$ cat config.mk
export PLATFORM = sky130hd
export DESIGN_NAME = sprite_regfile_top
export DESIGN_NICKNAME = d
export VERILOG_FILES = /design/src/design/bus_pkg.sv /design/src/design/sprite_pkg.sv /design/src/design/axi_lite_slave.sv /design/src/design/sprite_table.sv /design/src/design/sprite_match.sv /design/src/design/sprite_regfile_top.sv
export VERILOG_INCLUDE_DIRS = /design/src /design/src/design
export SDC_FILE = /design/constraint.sdc
export NUM_CORES = 2
export LEC_CHECK = 0
export BUFFER_PORTS_ARGS = -buffer_cell sky130_fd_sc_hd__clkbuf_2
export CAP_MARGIN = 20
export CORE_MARGIN = 3
export CORE_UTILIZATION = 50
export DETAILED_ROUTE_END_ITERATION = 7
export GPL_TIMING_DRIVEN = 0
export PLACE_DENSITY = 0.67
export REMOVE_ABC_BUFFERS = 1
export SLEW_MARGIN = 20
export SYNTH_ARGS = -nofsm -noshare
export SYNTH_HDL_FRONTEND = slang
export SYNTH_SLANG_ARGS = --single-unit
$ cat constraint.sdc
create_clock -name clk -period 3.93 [get_ports clk]
set_input_delay 0 -clock clk [delete_from_list [all_inputs] [get_ports clk]]
set_output_delay 0 -clock clk [all_outputs]
set_load 0.01 [all_outputs]
$ cat src/design/sprite_settings.svh
// Sprite attribute table settings
// Table geometry, entry field layout, sprite height and the
// AXI4-Lite address map shared by the packages and the RTL

`ifndef SPRITE_SETTINGS_SVH
`define SPRITE_SETTINGS_SVH

////////////////////////////////////////////////////////////
// table geometry
`define SPRITE_COUNT   32
`define SPRITE_IDX_W   5

// entry fields, pad bits 31:28 stay zero
`define SPRITE_X_W     10
`define SPRITE_Y_W     9
`define SPRITE_OFS_W   9
`define SPRITE_OFS_LSB 0
`define SPRITE_Y_LSB   9
`define SPRITE_X_LSB   18

`define SPRITE_LINES   20   // sprite height in lines

////////////////////////////////////////////////////////////
// bus and address map
`define AXIL_ADDR_W    12
`define AXIL_DATA_W    32
`define AXIL_IDX_LSB   2    // entry index at addr 6:2
`define AXIL_SEL_LSB   7    // field select at addr 8:7
`define AXIL_SEL_W     2

`endif

$ cat src/design/bus_pkg.sv
// AXI4-Lite bus types
// Request and response channel bundles for the host port
// and the write/read response code

`include "sprite_settings.svh"

package bus_pkg;

	// response code, only the two the slave returns
	typedef enum logic [1:0] {
		resp_okay   = 2'b00,
		resp_slverr = 2'b10
	} axil_resp_e;

	////////////////////////////////////////////////////////////
	// master side, all five channels
	typedef struct packed {
		logic                      awvalid;
		logic [`AXIL_ADDR_W-1:0]   awaddr;
		logic                      wvalid;
		logic [`AXIL_DATA_W-1:0]   wdata;
		logic [`AXIL_DATA_W/8-1:0] wstrb;   // not used by this slave
		logic                      bready;
		logic                      arvalid;
		logic [`AXIL_ADDR_W-1:0]   araddr;
		logic                      rready;
	} axil_req_t;

	// slave side
	typedef struct packed {
		logic                    awready;
		logic                    wready;
		logic                    bvalid;
		axil_resp_e              bresp;
		logic                    arready;
		logic                    rvalid;
		logic [`AXIL_DATA_W-1:0] rdata;
		axil_resp_e              rresp;
	} axil_rsp_t;

endpackage

$ cat src/design/sprite_pkg.sv
// Sprite table types
// Entry layout, field select codes, the field write command
// and the lookup query and result bundles

`include "sprite_settings.svh"

package sprite_pkg;

	////////////////////////////////////////////////////////////
	// one table entry, matches the 32-bit bus word
	typedef struct packed {
		logic [3:0]               pad;      // always zero
		logic [`SPRITE_X_W-1:0]   x;        // bits 27:18
		logic [`SPRITE_Y_W-1:0]   y;        // bits 17:9
		logic [`SPRITE_OFS_W-1:0] offset;   // bits 8:0
	} sprite_entry_t;

	// field select, code 3 is not a field
	typedef enum logic [`AXIL_SEL_W-1:0] {
		fld_offset = 2'd0,
		fld_y      = 2'd1,
		fld_x      = 2'd2
	} sprite_field_e;

	// single field update from the bus
	typedef struct packed {
		logic                     valid;
		logic [`SPRITE_IDX_W-1:0] idx;
		sprite_field_e            field;
		sprite_entry_t            value;    // only the selected field counts
	} field_write_t;

	////////////////////////////////////////////////////////////
	// pixel side lookup
	typedef struct packed {
		logic                   valid;
		logic [`SPRITE_X_W-1:0] x;
		logic [`SPRITE_Y_W-1:0] y;
	} match_query_t;

	typedef struct packed {
		logic                     valid;
		logic                     hit;
		logic [`SPRITE_IDX_W-1:0] idx;      // lowest matching entry
		logic [`SPRITE_OFS_W-1:0] offset;
	} match_result_t;

endpackage

$ cat src/design/axi_lite_slave.sv
// AXI4-Lite slave for the sprite attribute table
// Writes update one field of one entry, selected by address bits.
// Reads return a whole entry. Select code 3 answers SLVERR.

`include "sprite_settings.svh"

module axi_lite_slave (
	input  logic                      clk,
	input  logic                      rst_n,
	input  bus_pkg::axil_req_t        req,
	output bus_pkg::axil_rsp_t        rsp,
	output sprite_pkg::field_write_t  wr_cmd,
	output logic [`SPRITE_IDX_W-1:0]  rd_idx,
	input  sprite_pkg::sprite_entry_t rd_entry
);

	logic                    wr_hs;      // aw and w taken together
	logic                    rd_hs;
	logic [`AXIL_SEL_W-1:0]  wr_sel;
	logic                    sel_ok;

	logic                    bvalid_q;
	bus_pkg::axil_resp_e     bresp_q;
	logic                    rvalid_q;
	logic [`AXIL_DATA_W-1:0] rdata_q;

	////////////////////////////////////////////////////////////
	// write channel

	// both address and data must be there, and the last
	// response must be gone
	assign wr_hs  = req.awvalid && req.wvalid && !bvalid_q;
	assign wr_sel = req.awaddr[`AXIL_SEL_LSB +: `AXIL_SEL_W];
	assign sel_ok = wr_sel inside {sprite_pkg::fld_offset, sprite_pkg::fld_y,
		sprite_pkg::fld_x};

	// field command goes to the table on the handshake edge
	assign wr_cmd.valid = wr_hs && sel_ok;   // select 3 writes nothing
	assign wr_cmd.idx   = req.awaddr[`AXIL_IDX_LSB +: `SPRITE_IDX_W];
	assign wr_cmd.field = sprite_pkg::sprite_field_e'(wr_sel);
	assign wr_cmd.value = sprite_pkg::sprite_entry_t'(req.wdata);

	always_ff @(posedge clk) begin
		if (!rst_n) begin
			bvalid_q <= 1'b0;
		end else if (wr_hs) begin
			bvalid_q <= 1'b1;
		end else if (req.bready) begin
			bvalid_q <= 1'b0;   // response taken
		end
	end

	always_ff @(posedge clk) begin
		if (wr_hs) begin
			bresp_q <= sel_ok ? bus_pkg::resp_okay : bus_pkg::resp_slverr;
		end
	end

	////////////////////////////////////////////////////////////
	// read channel

	assign rd_hs  = req.arvalid && !rvalid_q;
	assign rd_idx = req.araddr[`AXIL_IDX_LSB +: `SPRITE_IDX_W];   // select bits ignored

	always_ff @(posedge clk) begin
		if (!rst_n) begin
			rvalid_q <= 1'b0;
		end else if (rd_hs) begin
			rvalid_q <= 1'b1;
		end else if (req.rready) begin
			rvalid_q <= 1'b0;
		end
	end

	// data held stable while rvalid waits for rready
	always_ff @(posedge clk) begin
		if (rd_hs) begin
			rdata_q <= rd_entry;
		end
	end

	////////////////////////////////////////////////////////////
	// response bundle

	assign rsp.awready = wr_hs;
	assign rsp.wready  = wr_hs;
	assign rsp.bvalid  = bvalid_q;
	assign rsp.bresp   = bresp_q;
	assign rsp.arready = rd_hs;
	assign rsp.rvalid  = rvalid_q;
	assign rsp.rdata   = rdata_q;
	assign rsp.rresp   = bus_pkg::resp_okay;   // every entry is readable

endmodule

$ cat src/design/sprite_table.sv
// Sprite attribute storage
// 32 entries of x, y and pattern offset. A field write updates
// only the named field and keeps the rest of the entry.
// One combinational read port, all entries out to the matcher.

`include "sprite_settings.svh"

module sprite_table (
	input  logic                      clk,
	input  logic                      rst_n,
	input  sprite_pkg::field_write_t  wr_cmd,
	input  logic [`SPRITE_IDX_W-1:0]  rd_idx,
	output sprite_pkg::sprite_entry_t rd_entry,
	output sprite_pkg::sprite_entry_t entries [`SPRITE_COUNT]
);

	////////////////////////////////////////////////////////////
	// storage and field update

	always_ff @(posedge clk) begin
		if (!rst_n) begin
			for (int i = 0; i < `SPRITE_COUNT; i++) begin
				entries[i] <= '0;   // x 0, y 0, offset 0
			end
		end else if (wr_cmd.valid) begin
			// pad bits are never written so they stay zero
			case (wr_cmd.field)
				sprite_pkg::fld_offset: begin
					entries[wr_cmd.idx].offset <= wr_cmd.value.offset;
				end
				sprite_pkg::fld_y: begin
					entries[wr_cmd.idx].y <= wr_cmd.value.y;
				end
				sprite_pkg::fld_x: begin
					entries[wr_cmd.idx].x <= wr_cmd.value.x;
				end
			endcase
		end
	end

	////////////////////////////////////////////////////////////
	// bus read port

	assign rd_entry = entries[rd_idx];   // sees writes from the edge before

endmodule

$ cat src/design/sprite_match.sv
// Sprite coordinate matcher
// Compares a pixel query against every entry: x must be equal
// and y must fall within the sprite height from the entry's y.
// The lowest matching entry wins; the result is registered.

`include "sprite_settings.svh"

module sprite_match (
	input  logic                       clk,
	input  logic                       rst_n,
	input  sprite_pkg::sprite_entry_t  entries [`SPRITE_COUNT],
	input  sprite_pkg::match_query_t   query,
	output sprite_pkg::match_result_t  result
);

	localparam int unsigned Y_EXT_W = `SPRITE_Y_W + 1;   // bound must not wrap
	localparam int unsigned IDX_W   = `SPRITE_IDX_W;

	logic [`SPRITE_COUNT-1:0] in_box;
	logic                     hit_any;
	logic [IDX_W-1:0]         hit_idx;
	logic [`SPRITE_OFS_W-1:0] hit_ofs;

	////////////////////////////////////////////////////////////
	// per entry comparators

	for (genvar g = 0; g < `SPRITE_COUNT; g++) begin : g_cmp
		logic [Y_EXT_W-1:0] y_end;   // first line below the sprite

		assign y_end = {1'b0, entries[g].y} + Y_EXT_W'(`SPRITE_LINES);
		assign in_box[g] = (query.x == entries[g].x) &&
			(query.y >= entries[g].y) &&
			({1'b0, query.y} < y_end);
	end

	////////////////////////////////////////////////////////////
	// priority pick

	// walk down so the lowest index is the last one kept
	always_comb begin
		hit_any = 1'b0;
		hit_idx = '0;
		hit_ofs = '0;
		for (int i = `SPRITE_COUNT - 1; i >= 0; i--) begin
			if (in_box[i]) begin
				hit_any = 1'b1;
				hit_idx = IDX_W'(i);
				hit_ofs = entries[i].offset;
			end
		end
	end

	always_ff @(posedge clk) begin
		if (!rst_n) begin
			result <= '0;
		end else begin
			result.valid  <= query.valid;
			result.hit    <= query.valid && hit_any;
			result.idx    <= query.valid ? hit_idx : '0;   // zero on a miss
			result.offset <= query.valid ? hit_ofs : '0;
		end
	end

endmodule

$ cat src/design/sprite_regfile_top.sv
// Sprite attribute register file, top level
// Host access over AXI4-Lite, pixel side lookup with a
// one cycle registered match result

`include "sprite_settings.svh"

module sprite_regfile_top (
	input  logic                      clk,
	input  logic                      rst_n,
	input  bus_pkg::axil_req_t        axil_req,
	output bus_pkg::axil_rsp_t        axil_rsp,
	input  sprite_pkg::match_query_t  query,
	output sprite_pkg::match_result_t result
);

	sprite_pkg::field_write_t  wr_cmd;
	logic [`SPRITE_IDX_W-1:0]  rd_idx;
	sprite_pkg::sprite_entry_t rd_entry;
	sprite_pkg::sprite_entry_t entries [`SPRITE_COUNT];   // full table to matcher

	////////////////////////////////////////////////////////////
	// host side

	axi_lite_slave u_slave (
		.clk      (clk),
		.rst_n    (rst_n),
		.req      (axil_req),
		.rsp      (axil_rsp),
		.wr_cmd   (wr_cmd),
		.rd_idx   (rd_idx),
		.rd_entry (rd_entry)
	);

	sprite_table u_table (
		.clk      (clk),
		.rst_n    (rst_n),
		.wr_cmd   (wr_cmd),
		.rd_idx   (rd_idx),
		.rd_entry (rd_entry),
		.entries  (entries)
	);

	////////////////////////////////////////////////////////////
	// pixel side

	sprite_match u_match (
		.clk     (clk),
		.rst_n   (rst_n),
		.entries (entries),
		.query   (query),
		.result  (result)
	);

endmodule

==> impl_results.md <==
- CP Max Fanout: 4
- Die height: 374 um
- Fin crit period: 4.23 ns
- Setup Skew: 0.0573 ns
- Share of cells above drive strength 1: 0.155
- Synth warn: 0
- Core ar.: 134000 um2
- Crit path capture type: register
- DP HPWL: 164 mm
- Commonest cells in the netlist: dfxtp_1 (1042), nor2b_1 (928), a22oi_1 (900), ha_1 (547), clkbuf_1 (441)
- Crit path kind: reg -> reg
- CP max stage cell: or4_4
- Worst path required time: 4.53 ns
- Starting Density: 0.506
- Power Density: 324 nW/um2
- Largest net degree at the start of global routing: 147
- Synth area leaders: dfxtp_1 (31%), mux4_2 (11%), ha_1 (10%)
- Hold Path Origin: axil_req[45]
- Fmax: 236 MHz
- Setup WS post-layout: -0.305 ns
- Overflow after GRT: 0
- CTS tree: yes
- Synth async-reset ratio: 0
- Hold Path Class: in -> reg
- Distinct cells, synth: 91
- Slew headroom: 0.283
- Setup crit start kind: register
- Initial DRC count: 7612
- Util after Layout: 0.570
- Vias: 58400
- Setup TNS: -1.60 ns
- Count leader, synth: dfxtp_1
- Worst slew pin tran: 1.07 ns
- Wire per inst: 27.0 um
- Number of global-route vias before repair: 56700
- Gpl congestion: 0.947
- Clk_lat worst skew: 0.77 ns
- Port Buf Inserts: 120
- Layout area overhead: 12.6%
- Tcrit/Tclk final: 1.08
- Arrival time worst endpoint: 4.83 ns
- Io pins: 144
- RSZ-0062 raised after global routing: true
- Hold_ws: 0.0612 ns
- H-tree depth: 3
- Sum of buffers and inverters on the critical path: 3
- Post-Synthesis Cells: 7068
- Failing checks: DRC, setup timing
- FP Rows: 134
- Post-synthesis register bit count: 1075
- Worst path max stage delay: 0.49 ns
- Vias/cell: 6.61
- Leading register cell type out of synthesis: dfxtp_1
- Syn avg cell area: 9.59 um2
- Maxcap violations: 0
- Max Buffers Root-to-Sink: 3
- Crit path cell chain: ha_4 -> o2111ai_2 -> xnor2_1 -> ha_2 -> or4_4 -> a221oi_2 -> nand2_1 -> a2111oi_4 -> buf_6 -> buf_12 -> inv_8 -> o21ai_1 -> and3_1 -> a21boi_4 -> o211ai_1 -> a311o_1 -> a311oi_2 -> o32ai_4
- Run status: complete, but fails checks
- Slew Limit Fails: 0
- Clk pin slew, worst setup/hold paths: 0.06 ns
- Top Family by Delay on Critical Path: compound AO/OA/AOI/OAI gates
- First-pass GRT wire length: 355 mm
- Synth top area share: 0.308
- Clk root buf: clkbuf_16
- Post-Synthesis Cell Area: 67800 um2
- Sequential area share after synthesis: 0.322
- Worst reg2reg path endpoint: u_match.result[5]$_SDFF_PN0_
- Leak pwr: 26.1 nW
- EDFF count, synth: 33
- Yosys top cell by area: dfxtp_1
- CTS buffer count: 115
- R2R setup slack: -0.30 ns
- Clock Sinks: 1075
- DIE AREA: 140000 um2
- GRT Resource Usage Total: 0.327
- DR pass1 iterations: 8
- Hold Path Cell Cnt: 4
- Layout Nets: 7594
- Final hold vios: 0
- Initial antenna violation count: 22
- Filler instances: 11500
- Antenna Nets Post-Route: 0
- VDD IR max: 0.389 mV
- Setup violators final: 9
- Setup slack at placement: -1.48 ns
- Drt total wl: 239 mm
- DRC Markers: 2
- R2R cell count: 18
- Die outline width: 374 um
==> power by group <==
| part | leakage, nW | switching, mW | internal (mW) | total, mW |
|---|---|---|---|---|
| registers | 8.74 | 0.0152 | 11.0 | 11.0 |
| logic | 15.4 | 1.56 | 0.895 | 2.46 |
| clock network | 1.91 | 4.87 | 6.46 | 11.3 |
==> layer usage <==
metal | up-vias | track usage | part of all wire
met3 | 642 | 0.0801 | 0.12
li1 | 25700 | - | -
met2 | 3356 | 0.494 | 0.43
met4 | 4 | 0.146 | 0.048
met5 | - | 0 | 0.000096
met1 | 28700 | 0.445 | 0.40
==> layout make-up <==
cell class | count | area, um2 | area share
repair buffers | 291 | 3230 | 0.0424
diodes | 12 | 30.0 | 0.000393
flip-flops and latches | 1075 | 21900 | 0.287
multi-input cells | 5109 | 43600 | 0.571
clock buffers | 165 | 3310 | 0.0433
well taps | 1768 | 2210 | 0.0290
clock inverters | 47 | 591 | 0.00774
inverters | 368 | 1400 | 0.0183
==> placed cells by master (no fill, tap or decap), drive strengths merged, types with 14 or more instances in the layout <==
cell type    instances
o21a                41
clkbuf             285
and2               137
o21ai              208
nor4                86
and3                32
xnor2              311
a2111oi             21
nand2              231
mux4               320
o311ai              14
a31oi               18
ha                 547
mux2                34
a21o               113
or4                 17
nor2b              928
nor3b               17
nand2b              44
dlygate4sd3         17
a221oi              25
nand4               55
o211ai              37
a22oi              900
a21oi              188
nand3               71
clkinv              31
edfxtp              33
nor3                97
o2111ai             47
nor2               190
buf                154
xor2               168
a211oi              31
inv                370
dfxtp             1042
==> how the worst max path moves through the flow <==
stage                  from                            end  cells past startpoint
3_5_place_dp       register  u_match.result[11]$_SDFF_PP0_                     15
5_1_grt            register   u_match.result[5]$_SDFF_PN0_                     18
6_report           register   u_match.result[5]$_SDFF_PN0_                     18
2_1_floorplan  axil_req[59]                       register                      5
4_1_cts            register   u_match.result[5]$_SDFF_PN0_                     18
3_3_place_gp          rst_n                       register                      3
==> worst reg2reg max path, delay by kind of cell (launching register included) <==
family                   cells  cell delay, ns
buffers and inverters        3            0.37
AND/OR/NAND/NOR              3            0.79
AO/OA/AOI/OAI                9            2.09
XOR/XNOR                     1            0.09
flip-flops                   1            0.37
adder cells (fa/ha/maj)      2            0.35
==> logic make-up after synthesis <==
| logic type | synth area share |
|---|---|
| AND/OR/NAND/NOR | 0.162 |
| XOR/XNOR | 0.0620 |
| multiplexers | 0.114 |
| other | 0.0000553 |
| adder cells (fa/ha/maj) | 0.101 |
| flip-flops | 0.322 |
| buffers and inverters | 0.0513 |
| AO/OA/AOI/OAI | 0.187 |
==> stage by stage <==
stage	cell area, um2	power (mW)	cells
after CTS	75800	24.8	8808
final	76300	24.8	8835
after floorplan	65700	12.3	6549
after detailed placement	70700	13.6	8526
after global routing	76300	25.4	8825
after global placement	68500	13.6	8437
==> what timing repair did <==
action | 4_1_cts | 5_1_grt
hold buffers | 17 | 0
gates cloned | 1 | 2
setup buffers | 52 | 13
setup endpoints to repair | 15 | 15
gates resized for setup | 179 | 93
endpoints found under the hold margin | 191 | 0
pin swaps | 57 | 55
Note: power is estimated with default switching activity, not from simulation.
